--- config.mk ---
export PLATFORM = sky130hd
export DESIGN_NAME = etx_top
export DESIGN_NICKNAME = d
export VERILOG_FILES = /design/src/emesh_pkg.sv /design/src/elink_regmap_pkg.sv /design/src/etx_cfg_if.sv /design/src/etx_cfg.sv /design/src/etx_remap.sv /design/src/etx_io.sv /design/src/etx_top.sv
export SDC_FILE = /design/constraint.sdc
export NUM_CORES = 1
export LEC_CHECK = 0
export BUFFER_PORTS_ARGS = -buffer_cell sky130_fd_sc_hd__buf_4
export CORE_UTILIZATION = 55
export CTS_CLUSTER_SIZE = 24
export DETAILED_ROUTE_END_ITERATION = 7
export PLACE_DENSITY_LB_ADDON = 0.3
export SLEW_MARGIN = 20
export SYNTH_ARGS = -nofsm -noshare
export SYNTH_HDL_FRONTEND = slang
export SYNTH_SLANG_ARGS = --single-unit
--- constraint.sdc ---
create_clock -name clk -period 12.85 [get_ports clk]
set_input_delay 1.285 -clock clk [delete_from_list [all_inputs] [get_ports clk]]
set_output_delay 1.285 -clock clk [all_outputs]
set_load 0.02 [all_outputs]
--- src/emesh_pkg.sv ---
// mesh packet format
`default_nettype none

package emesh_pkg;

   //####################################################################
   // packet layout
   //####################################################################
   localparam int PW        = 104;          // packet width
   localparam int PKT_BYTES = 13;           // bytes per packet on the pins
   localparam int BCW       = 4;            // byte counter width

   localparam int WRITE_BIT    = 0;
   localparam int DATAMODE_LSB = 1;         // 2 bits
   localparam int CTRLMODE_LSB = 3;         // 4 bits, bit 7 reserved
   localparam int DSTADDR_LSB  = 8;         // 32 bits
   localparam int DATA_LSB     = 40;        // 32 bits
   localparam int SRCADDR_LSB  = 72;        // 32 bits

   // upper 12 bits of dstaddr, packet bits 39:28
   localparam int LINK_LSB = DSTADDR_LSB + 20;

   //####################################################################
   // link id and remap
   //####################################################################
   // dstaddr[31:20] equal to this stays on chip
   localparam logic [11:0] LINK_ID = 12'h810;

   // mask bit 1 takes the pattern bit
   localparam logic [11:0] REMAP_MASK    = 12'hFC0;
   localparam logic [11:0] REMAP_PATTERN = 12'h3C0;

endpackage

`default_nettype wire

--- src/elink_regmap_pkg.sv ---
// tx register map
`default_nettype none

package elink_regmap_pkg;

   localparam int RFAW = 6;                 // word address width

   // word addresses, mi_addr[7:2]
   typedef enum logic [RFAW-1:0] {
      E_VERSION   = 6'd0,
      ETX_CFG     = 6'd1,
      ETX_STATUS  = 6'd2,
      ETX_GPIO    = 6'd3,
      ETX_MONITOR = 6'd4,
      ETX_PACKET  = 6'd5
   } etx_reg_e;

   //####################################################################
   // config bits
   //####################################################################
   localparam int CFG_TX_ENABLE = 0;
   localparam int CFG_MMU       = 1;        // stored only
   localparam int CFG_REMAP     = 2;        // 2 bits, 01 = remap on
   localparam int CFG_CTRLMODE  = 4;        // 4 bits
   localparam int CFG_BYPASS    = 8;
   localparam int CFG_GPIO      = 9;        // 2 bits, 01 = gpio mode
   localparam int CFG_BURST     = 11;       // stored only
   localparam int CFG_W         = CFG_BURST + 1;

   // status bits, the rest read zero
   localparam int ST_SENT     = 0;          // pulse, packet done on pins
   localparam int ST_GPIO     = 1;          // gpio mode active
   localparam int ST_ETX_WAIT = 6;
   localparam int ST_TXI_WAIT = 7;

   localparam logic [15:0] DEFAULT_VERSION = 16'h0104;

endpackage

`default_nettype wire

--- src/etx_cfg_if.sv ---
// tx static configuration
`timescale 1ns/1ps
`default_nettype none

interface etx_cfg_if;

   logic       tx_enable;
   logic       remap_enable;
   logic [3:0] ctrlmode;           // ctrlmode override value
   logic       ctrlmode_bypass;
   logic       gpio_enable;
   logic [8:0] gpio_data;          // frame bit 8, data 7:0

   // register file side
   modport src (output tx_enable, remap_enable, ctrlmode, ctrlmode_bypass,
                       gpio_enable, gpio_data);

   // packet blocks only look
   modport dst (input  tx_enable, remap_enable, ctrlmode, ctrlmode_bypass,
                       gpio_enable, gpio_data);

endinterface

`default_nettype wire

--- src/etx_cfg.sv ---
// tx config and status registers
`timescale 1ns/1ps
`default_nettype none

module etx_cfg (
   input  logic                             clk,
   input  logic                             nreset,
   // memory interface
   input  logic                             mi_en,
   input  logic                             mi_we,
   input  logic [elink_regmap_pkg::RFAW+1:0] mi_addr,   // byte address
   input  logic [31:0]                      mi_din,
   output logic [31:0]                      mi_dout,
   // packet port, watched only
   input  logic                             etx_access,
   input  logic                             etx_wait,
   input  logic [emesh_pkg::PW-1:0]         etx_packet,
   input  logic [15:0]                      tx_status,
   etx_cfg_if.src                           cfg
);
   import emesh_pkg::*;
   import elink_regmap_pkg::*;

   logic [CFG_W-1:0] cfg_reg;
   logic [8:0]       gpio_reg;
   logic [15:0]      version_reg;
   logic [15:0]      status_reg;
   logic [31:0]      monitor_reg;
   logic [31:0]      packet_reg;

   etx_reg_e reg_addr;
   logic     reg_write;
   logic     reg_read;
   logic     pkt_count;                     // accepted and leaving the chip

   //####################################################################
   // decode
   //####################################################################
   assign reg_addr  = etx_reg_e'(mi_addr[RFAW+1:2]);  // low 2 bits ignored
   assign reg_write = mi_en & mi_we;
   assign reg_read  = mi_en & ~mi_we;

   // local packets never reach the pins' counters
   assign pkt_count = etx_access & ~etx_wait &
                      (etx_packet[LINK_LSB +: 12] != LINK_ID);

   //####################################################################
   // registers
   //####################################################################
   always_ff @(posedge clk) begin
      if (!nreset) begin
         cfg_reg     <= '0;
         gpio_reg    <= '0;
         version_reg <= DEFAULT_VERSION;
         status_reg  <= '0;
         monitor_reg <= '0;
         packet_reg  <= '0;
      end else begin
         if (reg_write && reg_addr == ETX_CFG)
            cfg_reg <= mi_din[CFG_W-1:0];
         if (reg_write && reg_addr == ETX_GPIO)
            gpio_reg <= mi_din[8:0];
         if (reg_write && reg_addr == E_VERSION)
            version_reg <= mi_din[15:0];

         // sticky, write replaces
         if (reg_write && reg_addr == ETX_STATUS)
            status_reg <= mi_din[15:0];
         else
            status_reg <= status_reg | tx_status;

         // transaction monitor
         if (reg_write && reg_addr == ETX_MONITOR)
            monitor_reg <= mi_din;
         else if (pkt_count)
            monitor_reg <= monitor_reg + 32'd1;

         // dstaddr sample, before remap
         if (pkt_count)
            packet_reg <= etx_packet[DSTADDR_LSB +: 32];
      end
   end

   //####################################################################
   // readback, one cycle latency
   //####################################################################
   always_ff @(posedge clk) begin
      if (!nreset) begin
         mi_dout <= '0;
      end else if (reg_read) begin
         case (reg_addr)
            E_VERSION:   mi_dout <= {16'b0, version_reg};
            ETX_CFG:     mi_dout <= {{(32-CFG_W){1'b0}}, cfg_reg};
            ETX_STATUS:  mi_dout <= {16'b0, status_reg};
            ETX_GPIO:    mi_dout <= {23'b0, gpio_reg};
            ETX_MONITOR: mi_dout <= monitor_reg;
            ETX_PACKET:  mi_dout <= packet_reg;
            default:     mi_dout <= 32'd0;           // unmapped
         endcase
      end
   end

   //####################################################################
   // config fields out
   //####################################################################
   assign cfg.tx_enable       = cfg_reg[CFG_TX_ENABLE];
   assign cfg.remap_enable    = (cfg_reg[CFG_REMAP +: 2] == 2'b01);
   assign cfg.ctrlmode        = cfg_reg[CFG_CTRLMODE +: 4];
   assign cfg.ctrlmode_bypass = cfg_reg[CFG_BYPASS];
   assign cfg.gpio_enable     = (cfg_reg[CFG_GPIO +: 2] == 2'b01);
   assign cfg.gpio_data       = gpio_reg;

endmodule

`default_nettype wire

--- src/etx_remap.sv ---
// packet hold, ctrlmode override and remap
`timescale 1ns/1ps
`default_nettype none

module etx_remap (
   input  logic                     clk,
   input  logic                     nreset,
   input  logic                     etx_access,
   input  logic [emesh_pkg::PW-1:0] etx_packet,
   output logic                     etx_wait,
   etx_cfg_if.dst                   cfg,
   output logic                     pkt_valid,
   output logic [emesh_pkg::PW-1:0] pkt,
   input  logic                     pkt_take      // io empties the stage
);
   import emesh_pkg::*;

   logic          accept;
   logic [PW-1:0] pkt_next;
   logic [11:0]   addr_hi;                        // dstaddr[31:20]

   // full stage stalls unless io takes it this cycle
   assign etx_wait = ~cfg.tx_enable | cfg.gpio_enable | (pkt_valid & ~pkt_take);
   assign accept   = etx_access & ~etx_wait;

   assign addr_hi = etx_packet[LINK_LSB +: 12];

   always_comb begin
      pkt_next = etx_packet;
      if (cfg.ctrlmode_bypass)
         pkt_next[CTRLMODE_LSB +: 4] = cfg.ctrlmode;
      // pattern bits where the mask is set
      if (cfg.remap_enable)
         pkt_next[LINK_LSB +: 12] = (addr_hi & ~REMAP_MASK) | (REMAP_PATTERN & REMAP_MASK);
   end

   always_ff @(posedge clk) begin
      if (!nreset)
         pkt_valid <= 1'b0;
      else if (accept)
         pkt_valid <= 1'b1;                       // refill on take
      else if (pkt_take)
         pkt_valid <= 1'b0;
   end

   always_ff @(posedge clk) begin
      if (accept)
         pkt <= pkt_next;
   end

endmodule

`default_nettype wire

--- src/etx_io.sv ---
// tx pin driver
`timescale 1ns/1ps
`default_nettype none

module etx_io (
   input  logic                     clk,
   input  logic                     nreset,
   etx_cfg_if.dst                   cfg,
   input  logic                     pkt_valid,
   input  logic [emesh_pkg::PW-1:0] pkt,
   output logic                     pkt_take,
   input  logic                     txi_wait,     // far end back-pressure
   input  logic                     etx_wait,
   output logic                     txo_frame,
   output logic [7:0]               txo_data,
   output logic [15:0]              tx_status
);
   import emesh_pkg::*;
   import elink_regmap_pkg::*;

   typedef enum logic [1:0] {
      IO_IDLE,
      IO_SEND,
      IO_GPIO
   } etx_io_state_e;

   etx_io_state_e state;
   logic [PW-1:0] shift_reg;                      // bytes not yet on pins
   logic [BCW-1:0] byte_cnt;                      // byte now on pins
   logic          last_byte;

   assign last_byte = (byte_cnt == BCW'(PKT_BYTES-1));

   // start only from idle, gpio wins
   assign pkt_take = (state == IO_IDLE) & pkt_valid & ~txi_wait & ~cfg.gpio_enable;

   //####################################################################
   // state machine and pins
   //####################################################################
   always_ff @(posedge clk) begin
      if (!nreset) begin
         state     <= IO_IDLE;
         txo_frame <= 1'b0;
         txo_data  <= 8'h00;
         byte_cnt  <= '0;
      end else begin
         case (state)
            IO_IDLE: begin
               if (cfg.gpio_enable) begin
                  state     <= IO_GPIO;
                  txo_frame <= cfg.gpio_data[8];
                  txo_data  <= cfg.gpio_data[7:0];
               end else if (pkt_take) begin
                  state     <= IO_SEND;
                  txo_frame <= 1'b1;
                  txo_data  <= pkt[7:0];          // lsb byte first
                  byte_cnt  <= '0;
               end
            end
            IO_SEND: begin
               if (last_byte) begin               // frame drops for a cycle
                  state     <= IO_IDLE;
                  txo_frame <= 1'b0;
                  txo_data  <= 8'h00;
               end else begin
                  txo_data  <= shift_reg[7:0];
                  byte_cnt  <= byte_cnt + 1'b1;
               end
            end
            IO_GPIO: begin
               if (!cfg.gpio_enable) begin
                  state     <= IO_IDLE;
                  txo_frame <= 1'b0;
                  txo_data  <= 8'h00;
               end else begin
                  txo_frame <= cfg.gpio_data[8];  // follow register
                  txo_data  <= cfg.gpio_data[7:0];
               end
            end
            default: state <= IO_IDLE;
         endcase
      end
   end

   // payload shifter
   always_ff @(posedge clk) begin
      if (pkt_take)
         shift_reg <= {8'h00, pkt[PW-1:8]};
      else if (state == IO_SEND)
         shift_reg <= {8'h00, shift_reg[PW-1:8]};
   end

   //####################################################################
   // status flags
   //####################################################################
   always_comb begin
      tx_status              = '0;
      tx_status[ST_SENT]     = (state == IO_SEND) & last_byte;
      tx_status[ST_GPIO]     = (state == IO_GPIO);
      tx_status[ST_ETX_WAIT] = etx_wait;
      tx_status[ST_TXI_WAIT] = txi_wait;
   end

endmodule

`default_nettype wire

--- src/etx_top.sv ---
// tx link top
`timescale 1ns/1ps
`default_nettype none

module etx_top (
   input  logic                              clk,
   input  logic                              nreset,
   // register access
   input  logic                              mi_en,
   input  logic                              mi_we,
   input  logic [elink_regmap_pkg::RFAW+1:0] mi_addr,
   input  logic [31:0]                       mi_din,
   output logic [31:0]                       mi_dout,
   // parallel packet in
   input  logic                              etx_access,
   input  logic [emesh_pkg::PW-1:0]          etx_packet,
   output logic                              etx_wait,
   // pins
   input  logic                              txi_wait,
   output logic                              txo_frame,
   output logic [7:0]                        txo_data
);
   import emesh_pkg::*;

   logic          pkt_valid;
   logic [PW-1:0] pkt;
   logic          pkt_take;
   logic [15:0]   tx_status;

   etx_cfg_if u_cfg_if ();

   // register file
   etx_cfg u_cfg (
      .clk        (clk),
      .nreset     (nreset),
      .mi_en      (mi_en),
      .mi_we      (mi_we),
      .mi_addr    (mi_addr),
      .mi_din     (mi_din),
      .mi_dout    (mi_dout),
      .etx_access (etx_access),
      .etx_wait   (etx_wait),
      .etx_packet (etx_packet),
      .tx_status  (tx_status),
      .cfg        (u_cfg_if)
   );

   // holding stage
   etx_remap u_remap (
      .clk        (clk),
      .nreset     (nreset),
      .etx_access (etx_access),
      .etx_packet (etx_packet),
      .etx_wait   (etx_wait),
      .cfg        (u_cfg_if),
      .pkt_valid  (pkt_valid),
      .pkt        (pkt),
      .pkt_take   (pkt_take)
   );

   // serializer
   etx_io u_io (
      .clk        (clk),
      .nreset     (nreset),
      .cfg        (u_cfg_if),
      .pkt_valid  (pkt_valid),
      .pkt        (pkt),
      .pkt_take   (pkt_take),
      .txi_wait   (txi_wait),
      .etx_wait   (etx_wait),
      .txo_frame  (txo_frame),
      .txo_data   (txo_data),
      .tx_status  (tx_status)
   );

endmodule

`default_nettype wire

==> results of run 1 <==
[per-stage QoR]
stage                     total power [mW]  worst slack, ns
after floorplan                       1.29             7.04
after detailed placement              1.35             8.34
after global routing                  2.46             8.66
after global placement                1.35             8.37
final                                 2.39             8.90
after CTS                             2.40             8.88
[worst reg2reg max path, cell delays in order (launching register included)]
cell and delay, ns:
dfxtp_1 0.40, nand2b_1 0.39, nand3_4 0.85, nand2b_4 0.94, buf_4 0.70
[final timing paths]
kind,startpoint,endpoint,cells after the start
worst max-delay path,txi_wait,u_io.shift_reg[90],5
worst min-delay path,u_cfg.version_reg[13],u_cfg.version_reg[13],2
worst max register to register,u_cfg.cfg_reg[10],u_io.shift_reg[90],4
worst min register to register,u_cfg.version_reg[13],u_cfg.version_reg[13],2
[cell type report]
cell class	count	area, um2	area share, %
antenna	1	2.50	0.0144
clock buffer	52	1020	5.90
clock inverter	17	183	1.05
inverter	12	47.5	0.274
multi-input combinational	921	4870	28.1
sequential	365	9310	53.7
tap	335	419	2.42
timing repair buffer	199	1490	8.61
[cells by family after synthesis]
kind of cell / share of synthesized area (%)
AND/OR/NAND/NOR: 18.7
flip-flops: 64.1
AO/OA/AOI/OAI: 10.5
buffers and inverters: 2.72
multiplexers: 2.45
XOR/XNOR: 0.904
adder cells (fa/ha/maj): 0.603
[routing by layer]
| metal | GRT usage, % | vias up | share of wire, % |
|---|---|---|---|
| li1 | - | 5242 | - |
| met1 | 35.6 | 5227 | 41 |
| met2 | 41.7 | 449 | 47 |
| met3 | 5.65 | 76 | 8.5 |
| met4 | 10.2 | 0 | 2.9 |
| met5 | 0 | - | 0 |
[synthesized netlist by cell type, types with 4 or more instances]
library cell  count
nand2_1         406
edfxtp_1        200
dfxtp_1         165
a21oi_1          84
nor2_1           76
clkbuf_1         71
o21ai_0          45
nor3_1           34
mux2i_1          31
a222oi_1         24
a31oi_1          24
nand3_1          19
a211oi_1         16
a221oi_1         16
and2_1           16
nand4_1          14
inv_1            12
nor4_1           10
or4_1            10
nand2b_1          9
xnor2_1           9
buf_1             8
o31ai_1           8
buf_2             7
ha_1              7
or3_1             7
and4_1            6
xor2_1            6
a22oi_1           5
a221o_1           4
and3_1            4
mux2_2            4
o211ai_1          4
[where the power goes]
group / leakage, nW / internal (mW) / switching (mW)
clock: 0.584 / 0.623 / 0.446
sequential: 3.13 / 1.23 / 0.00452
combinational: 2.78 / 0.0440 / 0.0454
total: 6.49 / 1.90 / 0.496
==> impl_metrics.env, run 1 <==
export IMPL_slew_headroom_pct=29.6
export IMPL_max_stage_delay_ns=0.92
export IMPL_avgSynthCellArea_um2=10.5
export IMPL_routedWlPerCell_um=18.7
export IMPL_grt_start_max_net_pins=98
export IMPL_place_inst=1832
export IMPL_final_layout_size_suffix_gt1_share_pct=17.3
export IMPL_worst_setup_path_type="input pin to register"
export IMPL_worst_ir_drop_vdd_mv=0.119
export IMPL_synthDistinctLibCells=51
export IMPL_violations="DRC"
export IMPL_clk_path_buf_depth=3
export IMPL_insertion_delay_ns=0.53
export IMPL_synth_warnings=0
export IMPL_cp_data_arrival_time_ns=4.10
export IMPL_max_cap_viol_count=0
export IMPL_ctsResizeCount=0
export IMPL_syn_area_um2=14500
export IMPL_cts_root_buf="clkbuf_16"
export IMPL_drt_wl_total_um=35500
export IMPL_die_w_um=165
export IMPL_rsz0062_at_grt="false"
export IMPL_numCtsBuffers=38
export IMPL_drtAntennaViolNets=0
export IMPL_finalSetupTns_ns=0
export IMPL_hold_ws_ns=0.455
export IMPL_ff2ff_setup_slack_ns=9.18
export IMPL_required_ns=13.00
export IMPL_critPathBufInv=2
export IMPL_antenna_found_initial=1
export IMPL_post_route_period_util_pct=30.7
export IMPL_place_hpwl_um=23000
export IMPL_setup_viol=0
export IMPL_die_area_um2=27100
export IMPL_drt_iter0_markers=1171
export IMPL_fin_nets=1694
export IMPL_cts_hold_buf=0
export IMPL_cts_tree="done"
export IMPL_place_congestion=0.898
export IMPL_postPlaceCellArea_um2=16100
export IMPL_tightest_slew_ns=1.06
export IMPL_status="finished with violations"
export IMPL_grt_pass1_wl_um=54700
export IMPL_syn_nets=1543
export IMPL_p_leak_nw=6.49
export IMPL_globalRouteTotalUtil_pct=26.4
export IMPL_fmax_ghz=0.253
export IMPL_io_pins=192
export IMPL_drt_first_pass_iters=8
export IMPL_dieHeight_um=165
export IMPL_synth_area_leaders="edfxtp_1 (41%), dfxtp_1 (23%), nand2_1 (10%)"
export IMPL_seq_area_frac_synth_pct=64.1
export IMPL_final_util_pct=66.7
export IMPL_grt_remaining_overflow=0
export IMPL_synth_cells=1386
export IMPL_port_buffer_count=189
export IMPL_cpMostUsedCell="buf_4"
export IMPL_drcViolationCount=1
export IMPL_clkSinkCount=365
export IMPL_slew_viol_final=0
export IMPL_synthArstFlopShare_pct=0
export IMPL_htree_levels=2
export IMPL_power_density_nw_per_um2=138
export IMPL_syn_to_final_growth_pct=19.4
export IMPL_fp_row_count=59
export IMPL_cts_setup_buffers=0
export IMPL_cts_clk_slew_worst_paths_ns=0.06
export IMPL_instances_no_fill=1902
export IMPL_yosysTopAreaCellShare_pct=41.3
export IMPL_nFillCells=1983
export IMPL_cp_max_fo=91
export IMPL_vias_per_cell=5.78
export IMPL_period_needed_ns=3.95
export IMPL_critPathTopFamily="simple AND/OR/NAND/NOR gates"
export IMPL_ys_ff_latch=365
export IMPL_vias=10994
export IMPL_min_path_type="register to register"
export IMPL_synth_flop_cell="edfxtp_1"
export IMPL_fin_area_um2=17300
export IMPL_core_um2=26000
export IMPL_initial_core_util_pct=55.9
export IMPL_skew_ns=0.0174
export IMPL_endpoint_kind="register"
export IMPL_synth_edf_count=200
export IMPL_synth_area_leader_cell="edfxtp_1"
export IMPL_cp_slowest_cell="nand2b_4"
export IMPL_hold_viol=0
export IMPL_largest_reg_flops=104
export IMPL_worstPathCellList="buf_4 -> nor2_1 -> nand3_4 -> nand2b_4 -> buf_4"
export IMPL_layout_common_cells="nand2_1 (405), edfxtp_1 (200), buf_4 (199)"
export IMPL_cp_start_kind="input pin"
export IMPL_grt_pass1_vias=10285
export IMPL_final_common_cell="nand2_1"
Power figures use the tool's default switching activity.
==> run 2: changes to the inputs <==
Clock period 12.85 ns to 3.8 ns, I/O delays scaled along.
==> run 2 against run 1 <==
The run now ends clean. Clock power rose to 3.4 times the previous value. Utilization rose by 0.46 points. Sequential share of layout area fell by 0.37 points. Critical endpoint is now u_cfg.monitor_reg[28]. Highest routed layer unchanged.
==> impl_metrics.env, run 2 (same netlist as run 1, synthesis figures left out) <==
export IMPL_syn_to_final_growth_pct=20.2
export IMPL_place_hpwl_um=24000
export IMPL_critPathBufInv=1
export IMPL_layout_common_cells="nand2_1 (406), buf_4 (208), edfxtp_1 (200)"
export IMPL_htree_levels=2
export IMPL_numCtsBuffers=38
export IMPL_final_common_cell="nand2_1"
export IMPL_final_seq_area_um2=9310
export IMPL_routed_top_layer="met4"
export IMPL_post_route_period_util_pct=80.4
export IMPL_slew_headroom_pct=39.8
export IMPL_worst_ir_drop_vdd_mv=0.344
export IMPL_worst_slack_ns=0.746
export IMPL_cp_max_fo=17
export IMPL_vias_per_cell=5.85
export IMPL_finalPower_mw=8.15
export IMPL_met3_length_um=2910
export IMPL_ctsResizeCount=0
export IMPL_tightest_slew_ns=0.896
export IMPL_final_layout_size_suffix_gt1_share_pct=18.0
export IMPL_clkSinkCount=365
export IMPL_fmax_ghz=0.327
export IMPL_globalRouteTotalUtil_pct=26.5
export IMPL_grt_remaining_overflow=0
export IMPL_wl_met1_um=14900
export IMPL_min_path_type="input pin to register"
export IMPL_die_w_um=165
export IMPL_endpoint_kind="register"
export IMPL_cts_tree="done"
export IMPL_slew_viol_final=0
export IMPL_grt_pass1_wl_um=55400
export IMPL_required_ns=4.24
export IMPL_clk_path_buf_depth=3
export IMPL_met2_length_um=17000
export IMPL_initial_core_util_pct=55.9
export IMPL_worst_setup_path_type="register to register"
export IMPL_dieHeight_um=165
export IMPL_cts_setup_buffers=0
export IMPL_worstPathCellList="inv_1 -> ha_1 -> and2b_1 -> o2111ai_4 -> or4_1 -> or4_1 -> a31oi_1"
export IMPL_drt_wl_total_um=35500
export IMPL_fp_row_count=59
export IMPL_cts_clk_slew_worst_paths_ns=0.06
export IMPL_cts_root_buf="clkbuf_16"
export IMPL_hold_viol=0
export IMPL_drcViolationCount=0
export IMPL_io_pins=192
export IMPL_place_congestion=0.870
export IMPL_max_cap_viol_count=0
export IMPL_skew_ns=0.0174
export IMPL_antenna_cells=0
export IMPL_multi_input_area_um2=4860
export IMPL_finalSetupTns_ns=0
export IMPL_rsz0062_at_grt="false"
export IMPL_status="finished, final reports clean"
export IMPL_drt_first_pass_iters=6
export IMPL_hold_ws_ns=0.0350
export IMPL_drt_iter0_markers=1156
export IMPL_grt_start_max_net_pins=65
export IMPL_p_leak_nw=6.58
export IMPL_max_stage_delay_ns=0.91
export IMPL_power_density_nw_per_um2=467
export IMPL_final_util_pct=67.2
export IMPL_period_needed_ns=3.05
export IMPL_core_um2=26000
export IMPL_cts_hold_buf=0
export IMPL_vias=11172
export IMPL_port_buffer_count=189
export IMPL_antenna_found_initial=0
export IMPL_insertion_delay_ns=0.52
export IMPL_post_place_ws_ns=0.834
export IMPL_cp_data_arrival_time_ns=3.49
export IMPL_cp_slowest_cell="or4_1"
export IMPL_drtAntennaViolNets=0
export IMPL_largest_reg_flops=104
export IMPL_routedWlPerCell_um=18.6
export IMPL_cp_start_kind="register"
export IMPL_setup_viol=0
export IMPL_cpMostUsedCell="or4_1"
export IMPL_nFillCells=2002
export IMPL_critPathTopFamily="simple AND/OR/NAND/NOR gates"
export IMPL_die_area_um2=27100
export IMPL_fin_nets=1704
export IMPL_grt_pass1_vias=10356
## run 2: cell types whose count changed in the layout (fill, tap and decap cells not counted), moves of 2 or more
| cell | previous run | this run |
|---|---|---|
| clkbuf_1 | 12 | 6 |
| inv_6 | 3 | 0 |
| clkbuf_16 | 38 | 41 |
| buf_4 | 199 | 208 |
| clkinv_2 | 3 | 7 |
| clkinv_1 | 5 | 7 |
## run 2: worst paths after layout
kind / start / to / slack [ns] / cells past startpoint
hold / removal: etx_packet[58] / u_remap.pkt[58] / 0.04 / 1
hold reg to reg: u_cfg.status_reg[12] / u_cfg.status_reg[12] / 0.46 / 2
setup reg to reg: u_io.state[0] / u_cfg.monitor_reg[28] / 0.75 / 7
setup / recovery: u_io.state[0] / u_cfg.monitor_reg[28] / 0.75 / 7
## run 2: layer usage
layer  track usage (%)  up-vias
li1                  -     5276
met1              36.6     5367
met2              42.7      479
met3              5.02       50
met4              7.63        0
met5                 0        -
## run 2: area by class of cell
cell class | instances | area share (%)
tap | 335 | 2.40
sequential | 365 | 53.3
clock inverter | 20 | 0.996
multi-input combinational | 921 | 27.8
inverter | 12 | 0.272
timing repair buffer | 209 | 9.06
clock buffer | 49 | 6.16
## run 2: worst register-to-register path: stages (launching register included)
cell and delay (ns):
dfxtp_1 0.34, inv_1 0.09, ha_1 0.30, and2b_1 0.23
o2111ai_4 0.32, or4_1 0.92, or4_1 0.60, a31oi_1 0.19
## run 2: per-stage QoR
| stage | area, um2 | cells |
|---|---|---|
| 4_1_cts | 17500 | 1911 |
| 3_3_place_gp | 16200 | 1842 |
| 3_5_place_dp | 16200 | 1842 |
| 6_report | 17500 | 1911 |
| 2_1_floorplan | 14500 | 1386 |
| 5_1_grt | 17500 | 1911 |
## run 2: power breakdown
part / internal [mW] / switching (mW)
clock network: 2.20 / 1.47
registers: 4.16 / 0.0151
logic: 0.150 / 0.154
total: 6.51 / 1.64
==> run 3: changes to the inputs <==
Settings changed: CORE_UTILIZATION 55 to 52.
Clock period 3.8 ns to 2.5 ns, I/O delays scaled along.
==> run 3 against run 2 <==
Clock power grew 51%. Worst setup slack lost 0.61 ns. Routed wire length grew 6.9%. First-iteration DRC count grew 3.4%. Register-to-register slack lost 0.61 ns. Count of clock-buffer cells in the layout grew 8.
==> impl_metrics.env, run 3 (same netlist as run 1, synthesis figures left out) <==
export IMPL_die_w_um=169
export IMPL_io_pins=192
export IMPL_required_ns=2.95
export IMPL_dieHeight_um=169
export IMPL_endpoint_kind="register"
export IMPL_slew_viol_final=0
export IMPL_p_leak_nw=7.14
export IMPL_post_route_period_util_pct=94.7
export IMPL_final_util_pct=69.2
export IMPL_finalSetupTns_ns=0
export IMPL_worst_setup_path_type="register to register"
export IMPL_cts_setup_buffers=0
export IMPL_largest_reg_flops=104
export IMPL_place_hpwl_um=24300
export IMPL_multi_input_area_um2=4870
export IMPL_fmax_ghz=0.422
export IMPL_place_congestion=0.900
export IMPL_grt_pass1_wl_um=59200
export IMPL_numCtsBuffers=39
export IMPL_post_place_ws_ns=0.0545
export IMPL_hold_viol=0
export IMPL_routedWlPerCell_um=18.3
export IMPL_clkSinkCount=365
export IMPL_swShare_pct=21.1
export IMPL_min_path_cells=3
export IMPL_die_area_um2=28600
export IMPL_cts_tree="done"
export IMPL_worst_slack_ns=0.133
export IMPL_cts_clk_slew_worst_paths_ns=0.06
export IMPL_globalRouteTotalUtil_pct=26.6
export IMPL_status="finished, final reports clean"
export IMPL_drt_iter0_markers=1195
export IMPL_slew_headroom_pct=49.9
export IMPL_final_common_cell="nand2_1"
export IMPL_power_frac_seq_pct=50.8
export IMPL_grt_pass1_vias=11206
export IMPL_fin_nets=1831
export IMPL_grt_start_max_net_pins=113
export IMPL_drtAntennaViolNets=0
export IMPL_fp_row_count=60
export IMPL_min_path_type="input pin to register"
export IMPL_rsz0062_at_grt="false"
export IMPL_htree_levels=2
export IMPL_p_comb_share_pct=4.9
export IMPL_vias=11655
export IMPL_tightest_slew_ns=0.752
export IMPL_core_um2=27200
export IMPL_port_buffer_count=189
export IMPL_power_density_nw_per_um2=664
export IMPL_cp_max_fo=7
export IMPL_reg2regPathDepth=8
export IMPL_final_seq_area_um2=9310
export IMPL_insertion_delay_ns=0.52
export IMPL_drcViolationCount=0
export IMPL_intPower_mw=9.86
export IMPL_layout_common_cells="nand2_1 (406), buf_4 (224), edfxtp_1 (200)"
export IMPL_initial_core_util_pct=53.5
export IMPL_clkPwrFrac_pct=44.3
export IMPL_syn_to_final_growth_pct=29.5
export IMPL_vias_per_cell=5.61
export IMPL_setup_viol=0
export IMPL_finalPower_mw=12.5
export IMPL_antenna_found_initial=1
export IMPL_max_cap_viol_count=0
export IMPL_period_needed_ns=2.37
export IMPL_worst_ir_drop_vdd_mv=0.527
export IMPL_final_layout_size_suffix_gt1_share_pct=18.3
export IMPL_nFillCells=1986
export IMPL_cp_start_kind="register"
export IMPL_p_sw_mw=2.64
export IMPL_cp_data_arrival_time_ns=2.82
export IMPL_skew_ns=0.00929
export IMPL_cts_root_buf="clkbuf_16"
export IMPL_drt_wl_total_um=38000
export IMPL_drt_first_pass_iters=6
export IMPL_grt_remaining_overflow=0
export IMPL_clk_path_buf_depth=3
-- run 3: cell type report --
class	count	area share, %
clock buffers	57	6.09
inverters	12	0.266
diodes	1	0.0133
multi-input cells	921	25.9
well taps	372	2.47
repair buffers	335	15.3
flip-flops and latches	365	49.5
clock inverters	14	0.512
-- run 3: per-stage QoR --
stage               std cells  instance area (um2)  hold WS [ns]
global route             2077                18800       0.00933
finish                   2077                18800        0.0125
global placement         1902                16500         0.428
CTS                      2076                18800       0.00514
floorplan                1386                14500         0.349
detailed placement       1902                16500         0.429
-- run 3: per-layer routing --
layer  vias to the layer above  part of all wire, %  global-route usage, %
met1                      5564                   43                   36.9
met5                         -                    0                      0
met3                        77                  7.1                   4.17
met4                         0                  2.9                   9.09
met2                       486                   47                   42.8
li1                       5528                    -                      -
-- run 3: critical path, stage by stage, from the launching register on --
cell	delay [ns]
dfxtp_1	0.31
inv_1	0.07
ha_1	0.16
and2b_1	0.19
o2111ai_4	0.17
buf_4	0.21
or4_4	0.59
or4_1	0.42
a31oi_1	0.18
-- run 3: power by group through the flow --
stage / Combinational (mW) / Clock, mW / Sequential [mW]
floorplan: 0.133 / 0 / 6.50
global placement: 0.462 / 0 / 6.48
finish: 0.608 / 5.54 / 6.35
CTS: 0.598 / 5.59 / 6.35
detailed placement: 0.466 / 0 / 6.48
global route: 0.646 / 5.85 / 6.35
-- run 3: path summary, 6_finish.rpt --
check | startpoint | endpoint | slack, ns
worst min-delay path | mi_din[8] | u_cfg.version_reg[8] | 0.01
worst max-delay path | u_io.state[0] | u_cfg.monitor_reg[19] | 0.13
worst min register to register | u_cfg.version_reg[10] | u_cfg.version_reg[10] | 0.46
worst max register to register | u_io.state[0] | u_cfg.monitor_reg[19] | 0.13
-- run 3: what timing repair did --
action                                 4_1_cts  5_1_grt
endpoints found under the hold margin      119        0
setup endpoints to repair                    0       27
resized for setup                            0        3
hold buffers                               103        0
